===== src/common/multipu_config.svh =====
// Build-time sizes for the multi-unit checksum cluster.
// Include wherever bus widths, unit count or job length are needed.
`ifndef MULTIPU_CONFIG_SVH
`define MULTIPU_CONFIG_SVH

// Data word width of the pi1 bus.
`define MULTIPU_ARCHBITSZ 32

// Word address width, ARCHBITSZ minus the byte offset bits.
`define MULTIPU_ADDRBITSZ 30

// Default number of checksum units behind the arbiter.
`define MULTIPU_PUCOUNT 2

// Longest job a unit reads before it stops on its own.
`define MULTIPU_MAXWORDS 16

`endif


===== src/common/pi1_pkg.sv =====
// Types shared by the pi1 bus ports and the checksum unit controller.
package pi1_pkg;

	// pi1 bus operation, same encoding on master and slave ports.
	typedef enum logic [1:0] {
		PI1_NOOP = 2'b00,
		PI1_WROP = 2'b01,
		PI1_RDOP = 2'b10,
		PI1_RWOP = 2'b11
	} pi1_op_t;

	// Checksum unit controller states.
	typedef enum logic [1:0] {
		PU_FETCH = 2'b00, // Reading job words.
		PU_WRID  = 2'b01, // Writing the id word of the record.
		PU_WRSUM = 2'b10, // Writing the sum word of the record.
		PU_HALT  = 2'b11  // Done, waiting for an interrupt request.
	} pu_state_t;

endpackage


===== src/pu/pu.sv =====
// One checksum unit on a pi1 master port.
// Reads a job from rstaddr_i, then writes its id and sum after the last word.
`include "multipu_config.svh"

module pu (
	input  logic                            clk_i,
	input  logic                            rst_n_i,
	output pi1_pkg::pi1_op_t                pi1_op_o,
	output logic [`MULTIPU_ADDRBITSZ-1:0]   pi1_addr_o,
	output logic [`MULTIPU_ARCHBITSZ-1:0]   pi1_data_o,
	output logic [`MULTIPU_ARCHBITSZ/8-1:0] pi1_sel_o,
	input  logic [`MULTIPU_ARCHBITSZ-1:0]   pi1_data_i,
	input  logic                            pi1_rdy_i,
	input  logic                            intrqst_i,
	output logic                            intrdy_o,
	output logic                            halted_o,
	input  logic [`MULTIPU_ADDRBITSZ-1:0]   rstaddr_i,
	input  logic [`MULTIPU_ARCHBITSZ-1:0]   id_i
);

	logic addr_sel;
	logic clear;
	logic advance;
	logic data_sel;
	logic zero;
	logic limit;
	logic halted;

	pu_ctrl u_ctrl (
		.clk_i      (clk_i),
		.rst_n_i    (rst_n_i),
		.rdy_i      (pi1_rdy_i),
		.zero_i     (zero),
		.limit_i    (limit),
		.intrqst_i  (intrqst_i),
		.op_o       (pi1_op_o),
		.addr_sel_o (addr_sel),
		.clear_o    (clear),
		.advance_o  (advance),
		.data_sel_o (data_sel),
		.halted_o   (halted)
	);

	pu_addr_counter u_addr_counter (
		.clk_i      (clk_i),
		.rst_n_i    (rst_n_i),
		.rstaddr_i  (rstaddr_i),
		.clear_i    (clear),
		.advance_i  (advance),
		.addr_sel_i (addr_sel),
		.addr_o     (pi1_addr_o),
		.limit_o    (limit)
	);

	pu_datapath u_datapath (
		.clk_i      (clk_i),
		.rst_n_i    (rst_n_i),
		.clear_i    (clear),
		.advance_i  (advance),
		.data_i     (pi1_data_i),
		.id_i       (id_i),
		.data_sel_i (data_sel),
		.zero_o     (zero),
		.data_o     (pi1_data_o)
	);

	assign pi1_sel_o = '1; // Whole words only.
	assign halted_o  = halted;
	assign intrdy_o  = halted; // An interrupt is only taken while halted.

endmodule


===== src/pu/pu_addr_counter.sv =====
// Word counter and address generator of one checksum unit.
// Fetch and id addresses are base plus count; the sum slot is one further.
`include "multipu_config.svh"

module pu_addr_counter (
	input  logic                          clk_i,
	input  logic                          rst_n_i,
	input  logic [`MULTIPU_ADDRBITSZ-1:0] rstaddr_i,
	input  logic                          clear_i,
	input  logic                          advance_i,
	input  logic                          addr_sel_i,
	output logic [`MULTIPU_ADDRBITSZ-1:0] addr_o,
	output logic                          limit_o
);

	localparam int CNTW = $clog2(`MULTIPU_MAXWORDS + 1);

	logic [CNTW-1:0] cnt_q;

	always_ff @(posedge clk_i or negedge rst_n_i) begin
		if (!rst_n_i)
			cnt_q <= '0;
		else if (clear_i)
			cnt_q <= '0;
		else if (advance_i)
			cnt_q <= cnt_q + 1'b1;
	end

	// High while the word being fetched is the last one a job may read.
	assign limit_o = (cnt_q == CNTW'(`MULTIPU_MAXWORDS - 1));

	assign addr_o = rstaddr_i + `MULTIPU_ADDRBITSZ'(cnt_q)
		+ `MULTIPU_ADDRBITSZ'(addr_sel_i);

endmodule


===== src/pu/pu_ctrl.sv =====
// Sequencer of one checksum unit: fetch words, write the record, halt.
// Every state step waits for rdy on the unit's pi1 master port.
module pu_ctrl (
	input  logic              clk_i,
	input  logic              rst_n_i,
	input  logic              rdy_i,
	input  logic              zero_i,
	input  logic              limit_i,
	input  logic              intrqst_i,
	output pi1_pkg::pi1_op_t  op_o,
	output logic              addr_sel_o,
	output logic              clear_o,
	output logic              advance_o,
	output logic              data_sel_o,
	output logic              halted_o
);

	import pi1_pkg::*;

	pu_state_t state_q;
	pu_state_t state_d;
	pi1_op_t   op_q;
	pi1_op_t   op_d;
	logic      xfer_done;

	// A transfer only counts while a request is actually out.
	assign xfer_done = rdy_i && (op_q != PI1_NOOP);

	always_comb begin
		state_d   = state_q;
		advance_o = 1'b0;
		clear_o   = 1'b0;
		case (state_q)
			PU_FETCH: begin
				if (xfer_done) begin
					advance_o = 1'b1; // Count the word and add it to the sum.
					if (zero_i || limit_i)
						state_d = PU_WRID;
				end
			end
			PU_WRID: begin
				if (xfer_done)
					state_d = PU_WRSUM;
			end
			PU_WRSUM: begin
				if (xfer_done)
					state_d = PU_HALT;
			end
			PU_HALT: begin
				if (intrqst_i) begin
					clear_o = 1'b1; // Restart from the reset address.
					state_d = PU_FETCH;
				end
			end
		endcase
	end

	// The op is registered from the next state so it leaves reset as a no-op.
	always_comb begin
		case (state_d)
			PU_FETCH: op_d = PI1_RDOP;
			PU_WRID, PU_WRSUM: op_d = PI1_WROP;
			default: op_d = PI1_NOOP;
		endcase
	end

	always_ff @(posedge clk_i or negedge rst_n_i) begin
		if (!rst_n_i) begin
			state_q <= PU_FETCH;
			op_q    <= PI1_NOOP;
		end else begin
			state_q <= state_d;
			op_q    <= op_d;
		end
	end

	assign op_o       = op_q;
	assign addr_sel_o = (state_q == PU_WRSUM); // Sum goes one slot past the id.
	assign data_sel_o = (state_q == PU_WRSUM);
	assign halted_o   = (state_q == PU_HALT);

endmodule


===== src/pu/pu_datapath.sv =====
// Checksum datapath: running sum, zero-word check and write-data select.
`include "multipu_config.svh"

module pu_datapath (
	input  logic                          clk_i,
	input  logic                          rst_n_i,
	input  logic                          clear_i,
	input  logic                          advance_i,
	input  logic [`MULTIPU_ARCHBITSZ-1:0] data_i,
	input  logic [`MULTIPU_ARCHBITSZ-1:0] id_i,
	input  logic                          data_sel_i,
	output logic                          zero_o,
	output logic [`MULTIPU_ARCHBITSZ-1:0] data_o
);

	logic [`MULTIPU_ARCHBITSZ-1:0] sum_q;

	// Wrap-around total of every word read, terminator included.
	always_ff @(posedge clk_i or negedge rst_n_i) begin
		if (!rst_n_i)
			sum_q <= '0;
		else if (clear_i)
			sum_q <= '0;
		else if (advance_i)
			sum_q <= sum_q + data_i;
	end

	assign zero_o = (data_i == '0); // Valid in the cycle rdy returns read data.

	assign data_o = data_sel_i ? sum_q : id_i;

endmodule

===== config.mk =====
export PLATFORM = sky130hd
export DESIGN_NAME = pu
export DESIGN_NICKNAME = d
export VERILOG_FILES = /design/src/common/pi1_pkg.sv /design/src/pu/pu.sv /design/src/pu/pu_addr_counter.sv /design/src/pu/pu_ctrl.sv /design/src/pu/pu_datapath.sv
export VERILOG_INCLUDE_DIRS = /design/src /design/src/common
export SDC_FILE = /design/constraint.sdc
export NUM_CORES = 1
export LEC_CHECK = 0
export ABC_CLOCK_PERIOD_IN_PS = 5100
export BUFFER_PORTS_ARGS = -buffer_cell sky130_fd_sc_hd__buf_2
export CORE_MARGIN = 8
export CORE_UTILIZATION = 56
export CTS_CLUSTER_DIAMETER = 80
export DETAILED_ROUTE_END_ITERATION = 16
export HOLD_SLACK_MARGIN = 0.08
export PLACE_DENSITY = 0.95
export SLEW_MARGIN = 20
export SYNTH_ARGS = -nofsm -noshare
export SYNTH_HDL_FRONTEND = slang
export SYNTH_HIERARCHICAL = 1
export SYNTH_SLANG_ARGS = --single-unit
export TNS_END_PERCENT = 20

===== constraint.sdc =====
create_clock -name clk_i -period 5.1 [get_ports clk_i]
set_clock_uncertainty 0.1 [all_clocks]
set_input_delay 0.765 -clock clk_i [delete_from_list [all_inputs] [get_ports clk_i]]
set_output_delay 0.765 -clock clk_i [all_outputs]
set_load 0.02 [all_outputs]

==> impl_metrics.py, run 1 <==
metrics = {
    "status": {
        "status": "complete, no violations",
    },
    "synthesis": {
        "synthTopCellsByCount": "59 x nor2_1, 41 x dfrtp_1, 38 x ha_1, 33 x mux2_2, 31 x nand2_1",
        "netlist_instances": 545,
        "ys_ff_latch": 41,
        "ys_seq_area_share_pct": 21.87,
        "synth_top_area_share_pct": 21.87,
        "syn_avg_cell_area_um2": 8.607,
        "yosys_warnings": 6,
        "yosysMostFrequentCell": "nor2_1",
        "ys.flop_type": "dfrtp_1",
        "synth_top_area_cell": "dfrtp_1",
        "synthesis.area_mm2": 0.004691,
        "synth.distinct_cells": 74,
        "synth_edf_count": 0,
        "ys_async_sr_fraction_pct": 100.0,
        "synth.area.top_cells": "dfrtp_1 22%, ha_1 10%, mux2_2 7.9%, xor2_1 4.9%, nor2_1 4.7%",
    },
    "clock_tree": {
        "cts_htree_levels": 2,
        "clockRootBuffer": "clkbuf_8",
        "post-cts-setup-buffers": 0,
        "clock-sinks": 41,
        "cts-buffers-inserted": 5,
        "clockBufferDepth": 2,
        "clk_latency_ns": 0.31,
        "ctsHoldBuffers": 0,
        "cts_tree": "built",
        "clk_pin_slew_ns": 0.10,
        "cts_resized": 0,
    },
    "route": {
        "drt-total-wl_um": 14980,
        "post_drt_wl_per_cell_um": 18.73,
        "ant_nets": 0,
        "first_pass_iters": 6,
        "viasPerCell": 6.233,
        "drt_iter0_drc": 372,
        "via_count": 4986,
        "drc_errors": 0,
    },
    "global_routing": {
        "antenna_found_initial": 1,
        "grtUsageTotal_pct": 24.31,
        "grt_pass1_wl_um": 23470,
        "grt_pass1_vias": 4968,
        "grt_overflow": 0,
        "grt_max_degree": 43,
    },
    "pwr": {
        "ir_drop_v": 0.0003602,
        "fin_total_pwr_mw": 3.479,
        "switching_share_pct": 51.25,
        "combPwrFrac_pct": 72.7,
        "switchingPower_mw": 1.783,
        "power_frac_seq_pct": 19.2,
        "power_density_mw_per_mm2": 614.5,
        "p_leak_nw": 2.712,
        "clkPwrFrac_pct": 8.1,
        "p_int_mw": 1.696,
    },
    "floorplan": {
        "die-area_mm2": 0.01156,
        "core-area_mm2": 0.008175,
        "start_util_pct": 57.38,
        "die_h_um": 107.5,
        "ios": 168,
        "die_w_um": 107.5,
        "rows": 33,
    },
    "sta": {
        "drv_slew": 0,
        "timing.hold.ws_ns": 0.4450,
        "min_period_over_period_pct": 78.41,
        "setup_viol": 0,
        "rsz0062_at_grt": "false",
        "fin_crit_ns": 3.999,
        "clock.fmax_mhz": 250.1,
        "final-hold-violation-count": 0,
        "worst_slack_ns": 1.101,
        "fin_setup_tns_ns": 0,
        "maxSlewHeadroom_pct": 29.51,
        "worst_slew_pin_slew_ns": 1.056,
    },
    "critical_path": {
        "path_class": "register to primary output",
        "cp_top_family": "compound AO/OA/AOI/OAI gates",
        "start_kind": "register",
        "crit_required_ns": 4.24,
        "timing.rr.start": "u_datapath/sum_q[6]$_DFFE_PN0P_",
        "critical_path.max_stage_delay_ns": 0.52,
        "cpMaxStageDelayCell": "dfrtp_1",
        "cp.arrival_ns": 3.13,
        "critical_path_buf_inv_count": 1,
        "worstSetupEndpointType": "primary output",
        "crit_path_cell_trace": "nor2b_4 > fa_1 > a211oi_1 > o21ai_1 > o2111ai_1 > nor3_1 > xor2_1 > buf_2",
        "cp_max_fo": 12,
        "critPathLaunch": "u_ctrl/state_q[1]$_DFF_PN0_",
    },
    "place": {
        "placed_cells_incl_taps": 791,
        "port_buffers": 163,
        "post-place-ws_ns": 1.391,
        "gp_congestion": 0.9490,
        "dp_hpwl_um": 11610,
    },
    "flow_run": {
        "max_cap_viol_count": 0,
    },
    "final_layout": {
        "fill_cells": 638,
        "drive_gt1_share_pct": 33.86,
        "layout.cells.non_filler": 800,
        "area_growth_pct": 20.70,
        "nets": 832,
    },
    "hold_path": {
        "min_path_type": "register to register",
        "hp-start": "u_datapath/sum_q[22]$_DFFE_PN0P_",
    },
}
[area by class of cell]
cell class / count / area (µm²) / share of cell area, %
tap: 105 / 131.4 / 2.320
antenna: 1 / 2.502 / 0.04420
multi-input combinational: 466 / 3498 / 61.79
clock buffer: 5 / 68.82 / 1.215
clock inverter: 3 / 43.79 / 0.7735
timing repair buffer: 167 / 845.8 / 14.94
inverter: 12 / 45.04 / 0.7956
sequential: 41 / 1026 / 18.12
[sequential cells by signal (all words and copies together) (netlist names)]
register,count
u_datapath/sum_q,32
u_addr_counter/cnt_q,5
u_ctrl/state_q,2
u_ctrl/op_o,2
[final timing paths]
kind | endpoint | slack [ns] | cells past startpoint
hold / removal | u_datapath/sum_q[22]$_DFFE_PN0P_ | 0.44 | 1
setup reg to reg | u_datapath/sum_q[31]$_DFFE_PN0P_ | 2.04 | 10
max in group asynchronous | u_addr_counter/cnt_q[4]$_DFFE_PN0P_ | 3.78 | 1
setup / recovery | pi1_addr_o[19] | 1.10 | 8
hold reg to reg | u_datapath/sum_q[22]$_DFFE_PN0P_ | 0.44 | 1
min in group asynchronous | u_datapath/sum_q[17]$_DFFE_PN0P_ | 0.51 | 1
[kinds of logic (layout without fill, tap and decap cells)]
group / count (synthesis) / in the layout / synth area share [%]
AOI/OAI and AO/OA: 124 / 124 / 19.58
xor gates and xnor gates: 50 / 50 / 9.336
buffers and inverters: 41 / 187 / 4.054
adders and majority gates: 41 / 41 / 11.42
and+or+nand+nor: 195 / 195 / 21.69
DFF: 41 / 41 / 21.87
other: 1 / 5 / 0.07994
muxes: 52 / 52 / 11.98
[power groups by stage]
stage	clock (mW)	combinational (mW)	sequential (mW)
after floorplan	0	1.93	0.609
after global placement	0	2.35	0.657
after detailed placement	0	2.46	0.669
after CTS	0.281	2.49	0.662
after global routing	0.296	2.74	0.688
final	0.281	2.53	0.668
[per-stage QoR]
step,area (µm²),utilization (%)
6_report,5662,69.25
5_1_grt,5662,69.25
4_1_cts,5659,69.22
3_5_place_dp,5547,67.85
3_3_place_gp,5547,67.85
2_1_floorplan,4702,-
[metal layers]
| metal | GRT usage (%) | wire (µm) | share of wire, % |
|---|---|---|---|
| met1 | 27.14 | 5560 | 37 |
| met3 | 5.150 | 1465 | 9.8 |
| met5 | 0 | 0 | 0 |
| met4 | 8.920 | 409 | 2.7 |
| met2 | 44.08 | 7548 | 50 |
[cell usage in the layout, fill, tap and decap left out, types with 19 or more instances in the layout]
cell type  count
xnor2_1       24
nand2_1       31
buf_2        163
nand3_1       23
dfrtp_1       41
a21oi_1       30
a21o_1        22
ha_1          38
mux2_2        33
nor2_1        59
xor2_1        26
mux2i_1       19
No activity file was read; power rests on OpenSTA's default activity.
==> run 2, diff against run 1 <==
--- a/config.mk
+++ b/config.mk
@@ -6,14 +6,14 @@
 export SDC_FILE = /design/constraint.sdc
 export NUM_CORES = 1
 export LEC_CHECK = 0
-export ABC_CLOCK_PERIOD_IN_PS = 5100
+export ABC_CLOCK_PERIOD_IN_PS = 3400
 export BUFFER_PORTS_ARGS = -buffer_cell sky130_fd_sc_hd__buf_2
 export CORE_MARGIN = 8
-export CORE_UTILIZATION = 56
+export CORE_UTILIZATION = 47
 export CTS_CLUSTER_DIAMETER = 80
 export DETAILED_ROUTE_END_ITERATION = 16
 export HOLD_SLACK_MARGIN = 0.08
-export PLACE_DENSITY = 0.95
+export PLACE_DENSITY = 0.88
 export SLEW_MARGIN = 20
 export SYNTH_ARGS = -nofsm -noshare
 export SYNTH_HDL_FRONTEND = slang
==> constraint.sdc (replaced) <==
create_clock -name clk_i -period 3.4 [get_ports clk_i]
set_clock_uncertainty 0.1 [all_clocks]
set_input_delay 0.51 -clock clk_i [delete_from_list [all_inputs] [get_ports clk_i]]
set_output_delay 0.51 -clock clk_i [all_outputs]
set_load 0.02 [all_outputs]
==> run 2 against run 1 <==
Compared with the run above:
- sequential cell count did not move
- non-clock buffer count rose by 4
- design area rose by 0.71%
- critical endpoint is now pi1_addr_o[22]
- largest power group unchanged
==> impl_metrics.py, run 2 (synthesized netlist as in run 1, its figures left out) <==
metrics = {
    "status": {
        "status": "complete, no violations",
    },
    "route": {
        "drt_iter0_drc": 315,
        "first_pass_iters": 5,
        "ant_nets": 0,
        "via_count": 4795,
        "viasPerCell": 5.770,
        "drc_errors": 0,
        "post_drt_wl_per_cell_um": 17.17,
        "drt-total-wl_um": 14270,
    },
    "final_layout": {
        "largest_registers": "u_datapath/sum_q x32, u_addr_counter/cnt_q x5",
        "nets": 836,
        "largest_reg_flops": 32,
        "drive_gt1_share_pct": 34.38,
        "regMostFlops": "u_datapath/sum_q",
        "fin_util_pct": 58.60,
        "fill_cells": 876,
        "final_cell_mix": "163 x buf_2, 59 x nor2_1, 41 x dfrtp_1",
        "area_growth_pct": 21.55,
        "final_common_cell": "buf_2",
        "diodes": 0,
    },
    "sta": {
        "clock.fmax_mhz": 304.8,
        "setup_viol": 0,
        "maxSlewHeadroom_pct": 35.48,
        "min_period_over_period_pct": 96.50,
        "fin_setup_tns_ns": 0,
        "rsz0062_at_grt": "false",
        "worst_slew_pin_slew_ns": 0.9678,
        "fin_crit_ns": 3.281,
        "worst_slack_ns": 0.1190,
        "final-hold-violation-count": 0,
        "drv_slew": 0,
    },
    "clock_tree": {
        "post-cts-setup-buffers": 0,
        "clk_pin_slew_ns": 0.09,
        "ctsHoldBuffers": 0,
        "clockBufferDepth": 2,
        "cts_htree_levels": 2,
        "clock-sinks": 41,
        "clk_latency_ns": 0.30,
        "cts_resized": 0,
        "clockRootBuffer": "clkbuf_8",
        "cts_tree": "built",
        "cts-buffers-inserted": 5,
    },
    "global_routing": {
        "grt_pass1_vias": 4889,
        "grt_pass1_wl_um": 22850,
        "antenna_found_initial": 0,
        "grt_max_degree": 43,
        "grt_overflow": 0,
        "grtUsageTotal_pct": 20.64,
    },
    "place": {
        "gp_congestion": 0.8999,
        "dp_hpwl_um": 11630,
        "post-place-ws_ns": 0.2139,
        "port_buffers": 163,
    },
    "pwr": {
        "fin_total_pwr_mw": 5.101,
        "power_density_mw_per_mm2": 894.6,
        "p_leak_nw": 2.718,
        "ir_drop_v": 0.0004872,
    },
    "floorplan": {
        "start_util_pct": 48.21,
        "core-area_mm2": 0.009729,
        "die_w_um": 115.9,
        "rows": 36,
        "ios": 168,
        "die-area_mm2": 0.01343,
        "die_h_um": 115.9,
    },
    "critical_path": {
        "crit_required_ns": 2.79,
        "cp_max_fo": 6,
        "cp.arrival_ns": 2.67,
        "path_class": "register to primary output",
        "worstSetupEndpointType": "primary output",
        "start_kind": "register",
    },
    "flow_run": {
        "max_cap_viol_count": 0,
    },
    "hold_path": {
        "min_path_type": "input pin to async pin",
    },
}
==> run 2: cell count changes in the layout (fill, tap and decap cells not counted), sizes merged <==
| cell | previous run | this run |
|---|---|---|
| clkinv | 1 | 2 |
| bufinv | 1 | 0 |
| clkinvlp | 0 | 1 |
| buf | 167 | 171 |
| diode | 1 | 0 |
| inv | 13 | 12 |
==> run 2: metrics by stage <==
stage	hold WS, ns	area, µm²	std cells
after floorplan	0.1144	4702	548
after detailed placement	0.4395	5612	823
after CTS	0.2917	5698	831
final	0.2505	5702	831
after global placement	0.4326	5612	823
after global routing	0.3363	5702	831
==> run 2: final timing paths <==
kind                       cells past startpoint                             start                                to  slack, ns
min reg2reg                                    1  u_datapath/sum_q[27]$_DFFE_PN0P_  u_datapath/sum_q[27]$_DFFE_PN0P_       0.46
min                                            1                           rst_n_i  u_datapath/sum_q[10]$_DFFE_PN0P_       0.25
max in group asynchronous                      1                           rst_n_i  u_datapath/sum_q[24]$_DFFE_PN0P_       2.33
max                                            9       u_ctrl/state_q[1]$_DFF_PN0_                    pi1_addr_o[22]       0.12
max reg2reg                                   12   u_datapath/sum_q[0]$_DFFE_PN0P_  u_datapath/sum_q[30]$_DFFE_PN0P_       0.39
min in group clk_i                             1  u_datapath/sum_q[27]$_DFFE_PN0P_  u_datapath/sum_q[27]$_DFFE_PN0P_       0.46
==> run 2: power breakdown <==
part	internal (mW)	total, mW	switching (mW)
combinational	1.60	3.79	2.19
sequential	0.746	0.983	0.238
clock	0.142	0.329	0.187
==> run 2: critical path, stage by stage, from the launching register on <==
cell and delay [ns]:
dfrtp_1 0.38, nor2b_4 0.13, fa_1 0.44, fa_1 0.43, a21oi_2 0.21, o211ai_2 0.17
nand4_2 0.21, nor2_1 0.08, xor2_1 0.14, buf_2 0.19
==> run 2: area by class of cell <==
type                            count  area [µm²]  share of cell area, %
Inverter                           12       45.04                 0.7900
Sequential cell                    41        1026                  17.99
Multi-Input combinational cell    466        3502                  61.42
Clock buffer                        5       68.82                  1.207
Timing Repair Buffer              171       875.8                  15.36
Tap cell                          133       166.4                  2.919
Clock inverter                      3       17.52                 0.3072
==> run 2: routing by layer <==
metal | global-route usage (%) | part of all wire, %
met4 | 7.260 | 2.3
met3 | 4.586 | 9.1
met2 | 36.92 | 48
met5 | 0 | 0
met1 | 23.54 | 40
